==> src/verilog/i2cPkg.sv <==
package i2cPkg;

   // channelCount at the top level must not exceed this.
   localparam int maxChannels = 8;

   localparam int channelIdWidth = 3;

   // width of the per-channel byte and frame counters.
   localparam int countWidth = 16;

   // one byte command from the host carries its channel number.
   typedef struct packed
   {
      logic [channelIdWidth-1:0] channel;
      logic [7:0]                data;
   } writeCmd;

   // the per-channel status for the host is always valid.
   typedef struct packed
   {
      logic [countWidth-1:0] bytesSent;
      logic [countWidth-1:0] framesDone;
      logic                  busy;
   } channelStatus;

   // phases of one byte sender.
   typedef enum logic [2:0]
   {
      phIdle,
      phStart,
      phData,
      phAck,
      phStop
   } senderPhase;

endpackage
==> src/verilog/i2cWriteTop.sv <==
`timescale 1ns/10ps

module i2cWriteTop
#(
   parameter int channelCount = 4
)
(
   input  logic                    clock4x,
   input  logic                    reset,
   input  logic                    cmdWrite,
   input  i2cPkg::writeCmd         cmd,
   output logic [channelCount-1:0] cmdFull,
   output i2cPkg::channelStatus    status [channelCount],
   output logic [channelCount-1:0] scl,
   output logic [channelCount-1:0] sdaRelease
);

   logic [channelCount-1:0] load;
   logic [7:0]              data [channelCount];
   logic [channelCount-1:0] ack;
   logic [channelCount-1:0] idle;

   // the channel field of a command cannot address more than this.
   if ((channelCount < 1) || (channelCount > i2cPkg::maxChannels))
   begin : gBadChannelCount
      $error("channelCount must be between 1 and %0d", i2cPkg::maxChannels);
   end

   commandDispatcher
   #(
      .channelCount (channelCount)
   )
   uDispatcher
   (
      .clock4x (clock4x),
      .reset   (reset),
      .cmdWrite(cmdWrite),
      .cmd     (cmd),
      .ack     (ack),
      .load    (load),
      .data    (data),
      .cmdFull (cmdFull)
   );

   for (genvar i = 0; i < channelCount; i++)
   begin : gSender
      i2cByteSender uSender
      (
         .clock4x   (clock4x),
         .reset     (reset),
         .data      (data[i]),
         .load      (load[i]),
         .ack       (ack[i]),
         .idle      (idle[i]),
         .scl       (scl[i]),
         .sdaRelease(sdaRelease[i])
      );
   end

   statusCollector
   #(
      .channelCount (channelCount)
   )
   uCollector
   (
      .clock4x(clock4x),
      .reset  (reset),
      .ack    (ack),
      .idle   (idle),
      .status (status)
   );

endmodule

==> src/verilog/statusCollector.sv <==
`timescale 1ns/10ps

module statusCollector
#(
   parameter int channelCount = 4
)
(
   input  logic                    clock4x,
   input  logic                    reset,
   input  logic [channelCount-1:0] ack,
   input  logic [channelCount-1:0] idle,
   output i2cPkg::channelStatus    status [channelCount]
);

   logic [channelCount-1:0] idleLast;
   logic [channelCount-1:0] frameEnd;

   // a frame is over when its sender goes back to idle.
   assign frameEnd = idle & ~idleLast;

   always_ff @(posedge clock4x)
   begin
      if (reset)
      begin
         // senders come out of reset idle, so no edge is seen then.
         idleLast <= '1;
         for (int i = 0; i < channelCount; i++)
         begin
            status[i] <= '0;
         end
      end
      else
      begin
         idleLast <= idle;
         for (int i = 0; i < channelCount; i++)
         begin
            // both counters stop at all ones rather than wrap.
            if (ack[i] && (status[i].bytesSent != '1))
               status[i].bytesSent <= status[i].bytesSent + 1'b1;
            if (frameEnd[i] && (status[i].framesDone != '1))
               status[i].framesDone <= status[i].framesDone + 1'b1;
            status[i].busy <= ~idle[i];
         end
      end
   end

endmodule

==> src/verilog/commandDispatcher.sv <==
`timescale 1ns/10ps

module commandDispatcher
#(
   parameter int channelCount = 4
)
(
   input  logic                    clock4x,
   input  logic                    reset,
   input  logic                    cmdWrite,
   input  i2cPkg::writeCmd         cmd,
   input  logic [channelCount-1:0] ack,
   output logic [channelCount-1:0] load,
   output logic [7:0]              data [channelCount],
   output logic [channelCount-1:0] cmdFull
);

   logic [channelCount-1:0] occupied;
   logic [channelCount-1:0] slotWrite;

   // a channel number past channelCount matches no slot and the command is lost,
   // as is a write to an occupied slot.
   always_comb
   begin
      for (int i = 0; i < channelCount; i++)
      begin
         slotWrite[i] = cmdWrite && (int'(cmd.channel) == i) && !occupied[i];
      end
   end

   // ack can only arrive for an occupied slot, and an occupied slot is never
   // written, so the two never meet on the same edge.
   always_ff @(posedge clock4x)
   begin
      if (reset)
         occupied <= '0;
      else
      begin
         for (int i = 0; i < channelCount; i++)
         begin
            if (ack[i])
               occupied[i] <= 1'b0;
            else if (slotWrite[i])
               occupied[i] <= 1'b1;
         end
      end
   end

   // the data outputs are the slot registers themselves.
   always_ff @(posedge clock4x)
   begin
      for (int i = 0; i < channelCount; i++)
      begin
         if (slotWrite[i])
            data[i] <= cmd.data;
      end
   end

   assign load    = occupied;
   assign cmdFull = occupied;

endmodule

==> src/verilog/i2cByteSender.sv <==
`timescale 1ns/10ps

module i2cByteSender
(
   input  logic       clock4x,
   input  logic       reset,
   input  logic [7:0] data,
   input  logic       load,
   output logic       ack,
   output logic       idle,
   output logic       scl,
   output logic       sdaRelease
);

   i2cPkg::senderPhase phase;
   logic [1:0]         quarter;
   logic [2:0]         bitIndex;
   logic [7:0]         shiftByte;
   logic               captureByte;

   // a byte is taken from idle, or at the last quarter of the acknowledge slot
   // when the dispatcher still has one waiting.
   assign captureByte = load &&
                        ((phase == i2cPkg::phIdle) ||
                         ((phase == i2cPkg::phAck) && (quarter == 2'd3)));

   // the sender keeps its own copy of the byte, so the dispatcher slot can refill while shifting.
   always_ff @(posedge clock4x)
   begin
      if (captureByte)
         shiftByte <= data;
   end

   always_ff @(posedge clock4x)
   begin
      if (reset)
      begin
         phase      <= i2cPkg::phIdle;
         quarter    <= 2'd0;
         bitIndex   <= 3'd7;
         ack        <= 1'b0;
         idle       <= 1'b1;
         scl        <= 1'b1;
         sdaRelease <= 1'b1;
      end
      else
      begin
         ack     <= captureByte;
         quarter <= quarter + 2'd1;
         case (phase)
            i2cPkg::phIdle:
            begin
               quarter <= 2'd0;
               if (load)
               begin
                  idle  <= 1'b0;
                  phase <= i2cPkg::phStart;
               end
            end

            // the start condition pulls SDA low while SCL is high, then SCL follows.
            i2cPkg::phStart:
            begin
               if (quarter == 2'd0)
                  sdaRelease <= 1'b0;
               else
               begin
                  scl      <= 1'b0;
                  quarter  <= 2'd0;
                  bitIndex <= 3'd7;
                  phase    <= i2cPkg::phData;
               end
            end

            // each bit is SDA set, SCL high, hold, SCL low.
            i2cPkg::phData:
            begin
               if (quarter == 2'd0)
                  sdaRelease <= shiftByte[bitIndex];
               else if (quarter == 2'd1)
                  scl <= 1'b1;
               else if (quarter == 2'd3)
               begin
                  scl <= 1'b0;
                  if (bitIndex == 3'd0)
                     phase <= i2cPkg::phAck;
                  else
                     bitIndex <= bitIndex - 3'd1;
               end
            end

            // ninth clock with SDA let go for the slave.
            i2cPkg::phAck:
            begin
               if (quarter == 2'd0)
                  sdaRelease <= 1'b1;
               else if (quarter == 2'd1)
                  scl <= 1'b1;
               else if (quarter == 2'd3)
               begin
                  scl <= 1'b0;
                  if (load)
                  begin
                     bitIndex <= 3'd7;
                     phase    <= i2cPkg::phData;
                  end
                  else
                     phase <= i2cPkg::phStop;
               end
            end

            // the stop condition drives SDA low, raises SCL, then lets SDA rise.
            i2cPkg::phStop:
            begin
               if (quarter == 2'd0)
                  sdaRelease <= 1'b0;
               else if (quarter == 2'd1)
                  scl <= 1'b1;
               else
               begin
                  sdaRelease <= 1'b1;
                  idle       <= 1'b1;
                  quarter    <= 2'd0;
                  phase      <= i2cPkg::phIdle;
               end
            end

            default:
            begin
               quarter <= 2'd0;
               phase   <= i2cPkg::phIdle;
            end
         endcase
      end
   end

endmodule

==> config.mk <==
export PLATFORM = sky130hd
export DESIGN_NAME = i2cWriteTop
export DESIGN_NICKNAME = d
export VERILOG_FILES = /design/src/verilog/i2cPkg.sv /design/src/verilog/i2cWriteTop.sv /design/src/verilog/statusCollector.sv /design/src/verilog/commandDispatcher.sv /design/src/verilog/i2cByteSender.sv
export SDC_FILE = /design/constraint.sdc
export NUM_CORES = 1
export LEC_CHECK = 0
export BUFFER_PORTS_ARGS = -buffer_cell sky130_fd_sc_hd__buf_2
export CAP_MARGIN = 25
export CORE_ASPECT_RATIO = 1.4
export CORE_MARGIN = 1
export CORE_UTILIZATION = 25
export DETAILED_ROUTE_END_ITERATION = 7
export PLACE_DENSITY = 0.52
export SLEW_MARGIN = 15
export SYNTH_ARGS = -nofsm -noshare
export SYNTH_HDL_FRONTEND = slang
export SYNTH_SLANG_ARGS = --single-unit
==> constraint.sdc <==
create_clock -name clock4x -period 2.8 [get_ports clock4x]
set_clock_uncertainty 0.2 [all_clocks]
set_input_delay 0.14 -clock clock4x [delete_from_list [all_inputs] [get_ports clock4x]]
set_output_delay 0.14 -clock clock4x [all_outputs]
set_load 0.005 [all_outputs]
**Word-level counts from Yosys, hierarchy flattened**

Index checks and enable logic that the tools add are counted.

- Bits in registers: 252
- Output and inout bits: 144
- Word-level logic and storage cells: 463

- $add $sub $neg: 16
- Order comparisons: 4
- Equality and inequality tests: 115
- Muxes and demuxes: 180
- Bitwise operators: 6
- Reduce and logical (&&, ||, !) cells: 89

Operators with widths:

| operator | number |
|---|---|
| $mux W3 | 84 |
| $add A16 B1 Y16 const B | 8 |
| $ne A16 B16 Y1 const B | 8 |
| $ne A2 B2 Y1 const B | 52 |
| $pmux W3 S5 | 4 |
| $mux W1 | 56 |
| $reduce_and A11 Y1 | 4 |
| $ne A2 B1 Y1 const B | 20 |
| $reduce_and A10 Y1 | 4 |
| $pmux W3 S3 | 4 |
| $eq A3 B2 Y1 const B | 9 |
| $logic_not A3 Y1 | 9 |
| $logic_and A1 B1 Y1 | 24 |
| $mux W2 | 12 |
| $pmux W2 S3 | 4 |
| $reduce_and A6 Y1 | 4 |
| $reduce_bool A3 Y1 | 8 |
| $reduce_and A5 Y1 | 4 |
| $eq A3 B3 Y1 const B | 6 |
| $lt A3 B4 Y1 const B | 4 |
| $pmux W1 S4 | 4 |
| $reduce_and A4 Y1 | 4 |
| $reduce_bool A4 Y1 | 4 |
| $reduce_or A2 Y1 | 8 |
| 17 further kinds | 62 |

**Logic depth before layout (Yosys ltp)**

- Word-level depth: 6
- Depth in mapped cells: 8
- Mapped depth without buffers: 7

**Hierarchy**

Synthesis repeated with hierarchy kept, for this count alone.

- Cell total of the unflattened synthesis: 1319
- Area, all modules: 12659.6 um^2

By module, submodules not included:

| module | times used | cells an instance | area each (um^2) | seq. area each (um^2) |
|---|---|---|---|---|
| statusCollector | 1 | 815 | 6866.6 | 2722.6 |
| i2cByteSender | 4 | 112 | 1149.9 | 480.5 |
| commandDispatcher | 1 | 56 | 1193.6 | 1041.0 |

**Worst setup path after synthesis**

No wires, ideal clock.

- Path type: reg-to-reg
- Start: register gSender[3].uSender.quarter[0]
- End: register gSender[3].uSender.bitIndex[0]
- Setup time: 127 ps
- Data arrival time: 2007 ps
- Path slack: 466 ps
- Cell stages (with the launch flop): 8
- Path buffers: 1
- Clock period less this slack: 2334 ps
- Cells stage by stage: dfxtp_1 inv_1 ha_1 buf_6 or3b_4 a2111oi_4 a31oi_1 or3_1

- Longest elaborated chain between the ends: 3
- Elaborated cells on any way between the ends: 11
- Classes of those cells: 9 x eq/ne; 2 x reduce/logical

RTL lines:

| item | RTL line | source |
|---|---|---|
| start: declaration | i2cByteSender.sv:16 | `logic [1:0] quarter;` |
| start signal: assignment | i2cByteSender.sv:49 | `quarter <= quarter + 2'd1;` |
| $eq A2 B1 Y1, or another cell as far along | i2cByteSender.sv:80, i2cByteSender.sv:97 |  |
| $ne A2 B2 Y1 (no line) or $ne A2 B1 Y1 (tied branches) | - |  |
| $reduce_and A10 Y1 (no line) (*) | - |  |
| end signal: assignment | i2cByteSender.sv:88 | `bitIndex <= bitIndex - 3'd1;` |
| end: declaration | i2cByteSender.sv:17 | `logic [2:0] bitIndex;` |

Mark *: on every way between the ends. The rest lies on a longest branch, timed or not.
A chain may end at the register's enable or synchronous reset.

**Worst setup path in the final report**

Ends and elaborated chain as after synthesis.

==> flow_summary.yaml <==
synth:
  yosysWarnings: 0
  synth-seq-area-share: 0.484
  synthDistinctLibCells: 73
  synthCells: 1231
  synth_top_flop_cell: "dfxtp_1"
  syn_avg_cell_area_um2: 9.55
  synth_area_mm2: 0.0118
  synth-seq-cells: 252
  synth-edff-count: 64
  ys_async_sr_fraction: 0
  syn_nets: 1281
clock_network:
  clk_latency_ps: 560
  clkTransAtPathRegs_ps: 60
  clockBufferDepth: 3
  cts_sinks: 252
  cts_tree: "built"
  cts_made_buffers: 29
  cts_root_buf: "clkbuf_16"
  h-tree-depth: 1
route:
  firstDrtPassIters: 5
  drcViolationCount: 0
  routed_via_density: 4.72
  drtIter0Drc: 381
  wl_per_cell_um: 14.0
  drt_wl_total_um: 28500
  dr_total_vias: 9575
  final_antenna_net_count: 0
placement:
  port_buffers: 157
  place_congestion: 0.834
  dp.cells: 1964
  dp.final_hpwl_um: 20000
critical_path:
  regToRegStartpoint: "gSender[3].uSender.quarter[0]"
  cp.arrival_ps: 2730
  path_cells: "inv_1 -> ha_1 -> or3b_4 -> a2111oi_4 -> a31oi_1 -> or3_1"
  end_kind: "flip-flop"
  r2r_setup_slack_ps: 310
  r2r-end: "gSender[3].uSender.bitIndex[0]"
  crit_path_start_kind: "flip-flop"
  cp_slowest_cell: "a2111oi_4"
  r2r_cells: 6
  critical_path_class: "reg -> reg"
  worstPathRequired_ps: 3050
  slowest_delay_ps: 450
  critical_path_peak_fanout: 10
sta:
  finalSetupTns_ps: 0
  grt_setup_unrepaired: "false"
  slew_viol_final: 0
  max_freq_mhz: 402
  fin_crit_sh: 0.888
  min_period_ps: 2490
  finalHoldViolations: 0
  max-slew-margin-rel: 0.481
  tightestPinTransition_ps: 768
  setup_viol: 0
die:
  io_pins: 158
  core_area_mm2: 0.0462
  die-area_mm2: 0.0479
  die_h_um: 259
  start_util: 0.254
  die_w_um: 185
  row_count: 93
final_layout:
  fin_cells: 2030
  layout_common_cells: "dfxtp_1, nor2_1, buf_2"
  area_growth_pct: 21.3
  n_fill_cell: 4862
  layout-drive-gt1-share: 0.178
  layout.nets: 1441
  layout_commonest_cell: "dfxtp_1"
  n_antenna_cell: 0
min_path:
  hold_start: "cmdWrite"
  whs_path_depth: 6
  hold_path_end: "uDispatcher.cmdFull[2]"
  hold_class: "in -> reg"
grt:
  grt-ovfl-total: 0
  grt_pass1_wl_um: 46400
  grt_max_degree: 78
  grt_usage: 0.118
  grt_antenna_before_repair: 0
  grt_pass1_vias: 9245
status:
  status: "complete, no violations"
pwr:
  power_density_mw_per_mm2: 575
  p_leak_uw: 0.00539
  peakVddDrop_mv: 0.386
run:
  drv_cap: 0
cell families after synthesis:
kind of cell / count (synthesis) / synth area share
buf+inv: 95 / 0.0352
xor+xnor: 85 / 0.0634
compound gates: 179 / 0.102
fa+ha+maj: 36 / 0.0383
flops: 252 / 0.484
mux: 26 / 0.0309
simple gates: 558 / 0.247
where the power goes:
| part | leakage [uW] | switching, uW | internal [uW] |
|---|---|---|---|
| combinational | 0.00284 | 294 | 215 |
| sequential | 0.00210 | 90.0 | 3810 |
| clock | 0.000449 | 1600 | 2190 |
| total | 0.00539 | 1990 | 6210 |
per-layer routing:
metal	track usage	routed length, um	vias up
met5	0	0	-
met4	0.0475	816	0
met3	0.0180	1230	48
met2	0.212	14200	218
met1	0.137	12300	4556
li1	-	-	4753
worst max-delay path by stage:
stage | depth (start not counted) | endpoint | from | slack [ps]
2_1_floorplan | 7 | gSender[3].uSender.bitIndex[0] | gSender[3].uSender.quarter[0] | 470
3_3_place_gp | 6 | gSender[3].uSender.bitIndex[0] | gSender[3].uSender.quarter[0] | 360
3_5_place_dp | 7 | gSender[2].uSender.bitIndex[1] | gSender[2].uSender.quarter[0] | 320
4_1_cts | 7 | gSender[2].uSender.bitIndex[1] | gSender[2].uSender.quarter[0] | 310
5_1_grt | 7 | gSender[2].uSender.bitIndex[1] | gSender[2].uSender.quarter[0] | 130
6_report | 6 | gSender[3].uSender.bitIndex[0] | gSender[3].uSender.quarter[0] | 310
registers in the layout, indices dropped and copies added, names as in the netlist:
signal and cells:
gSender.uSender.ack 4, uCollector.status 132, gSender.uSender.bitIndex 12, uCollector.idleLast 4, gSender.uSender.shiftByte 32, gSender.uSender.quarter 8
gSender.uSender.scl 4, uDispatcher.cmdFull 4, uDispatcher.data 32, gSender.uSender.idle 4, gSender.uSender.phase 12, gSender.uSender.sdaRelease 4
area by class of cell:
class,count,area [um^2],share of cell area
clock buffer,33,741,0.0520
clock inverter,20,198,0.0139
timing repair buffer,188,1070,0.0751
tap,617,772,0.0542
sequential,252,5690,0.399
multi-input combinational,884,5650,0.396
inverter,36,135,0.00948
critical path, delay by kind of cell (launching register included):
family                   cells  cell delay [ps]
adder cells (fa/ha/maj)      1              310
AND/OR/NAND/NOR              2              780
AO/OA/AOI/OAI                2              580
buffers and inverters        1               90
flip-flops                   1              410
cell usage after synthesis, types with 4 or more instances:
cell,number,area (um^2)
or3_1,11,68.8
mux4_2,8,180
clkbuf_1,40,150
and2_1,6,37.5
xnor2_1,51,447
nand3_1,50,250
edfxtp_1,64,1920
buf_2,4,20.0
o21a_1,5,37.5
buf_4,12,90.1
a41oi_1,5,43.8
inv_1,36,135
nand2_1,79,297
mux2i_1,16,160
nor3_1,55,275
nor3b_1,15,113
ha_1,36,450
nor2_1,172,646
nor2b_1,19,119
and3_1,18,113
dfxtp_1,188,3760
nand2b_1,16,100
xor2_1,34,298
o21ai_0,29,145
nand4_1,42,263
nor4_1,21,131
a211o_1,6,52.6
or2_2,6,37.5
nand3b_1,5,37.5
o21bai_1,7,52.6
a31oi_1,18,113
and4_1,18,158
a21oi_1,60,300
a211oi_1,16,120
through the flow:
stage	utilization	setup WS, ps	power (uW)	cell area [um^2]	hold WS [ps]
floorplan	-	466	4330	11800	38.9
global placement	0.285	364	4480	13200	195
detailed placement	0.285	323	4480	13200	205
CTS	0.308	308	8350	14300	81.6
global route	0.308	127	8550	14300	112
finish	0.308	315	8200	14300	101
repair_timing:
action | in CTS | in global routing
endpoints found under the setup margin | 0 | 0
setup buffers | 0 | 0
resized for setup | 0 | 0
hold buffers | 13 | 0
hold endpoints to repair | 123 | 0
(Power assumes the default switching activity.)
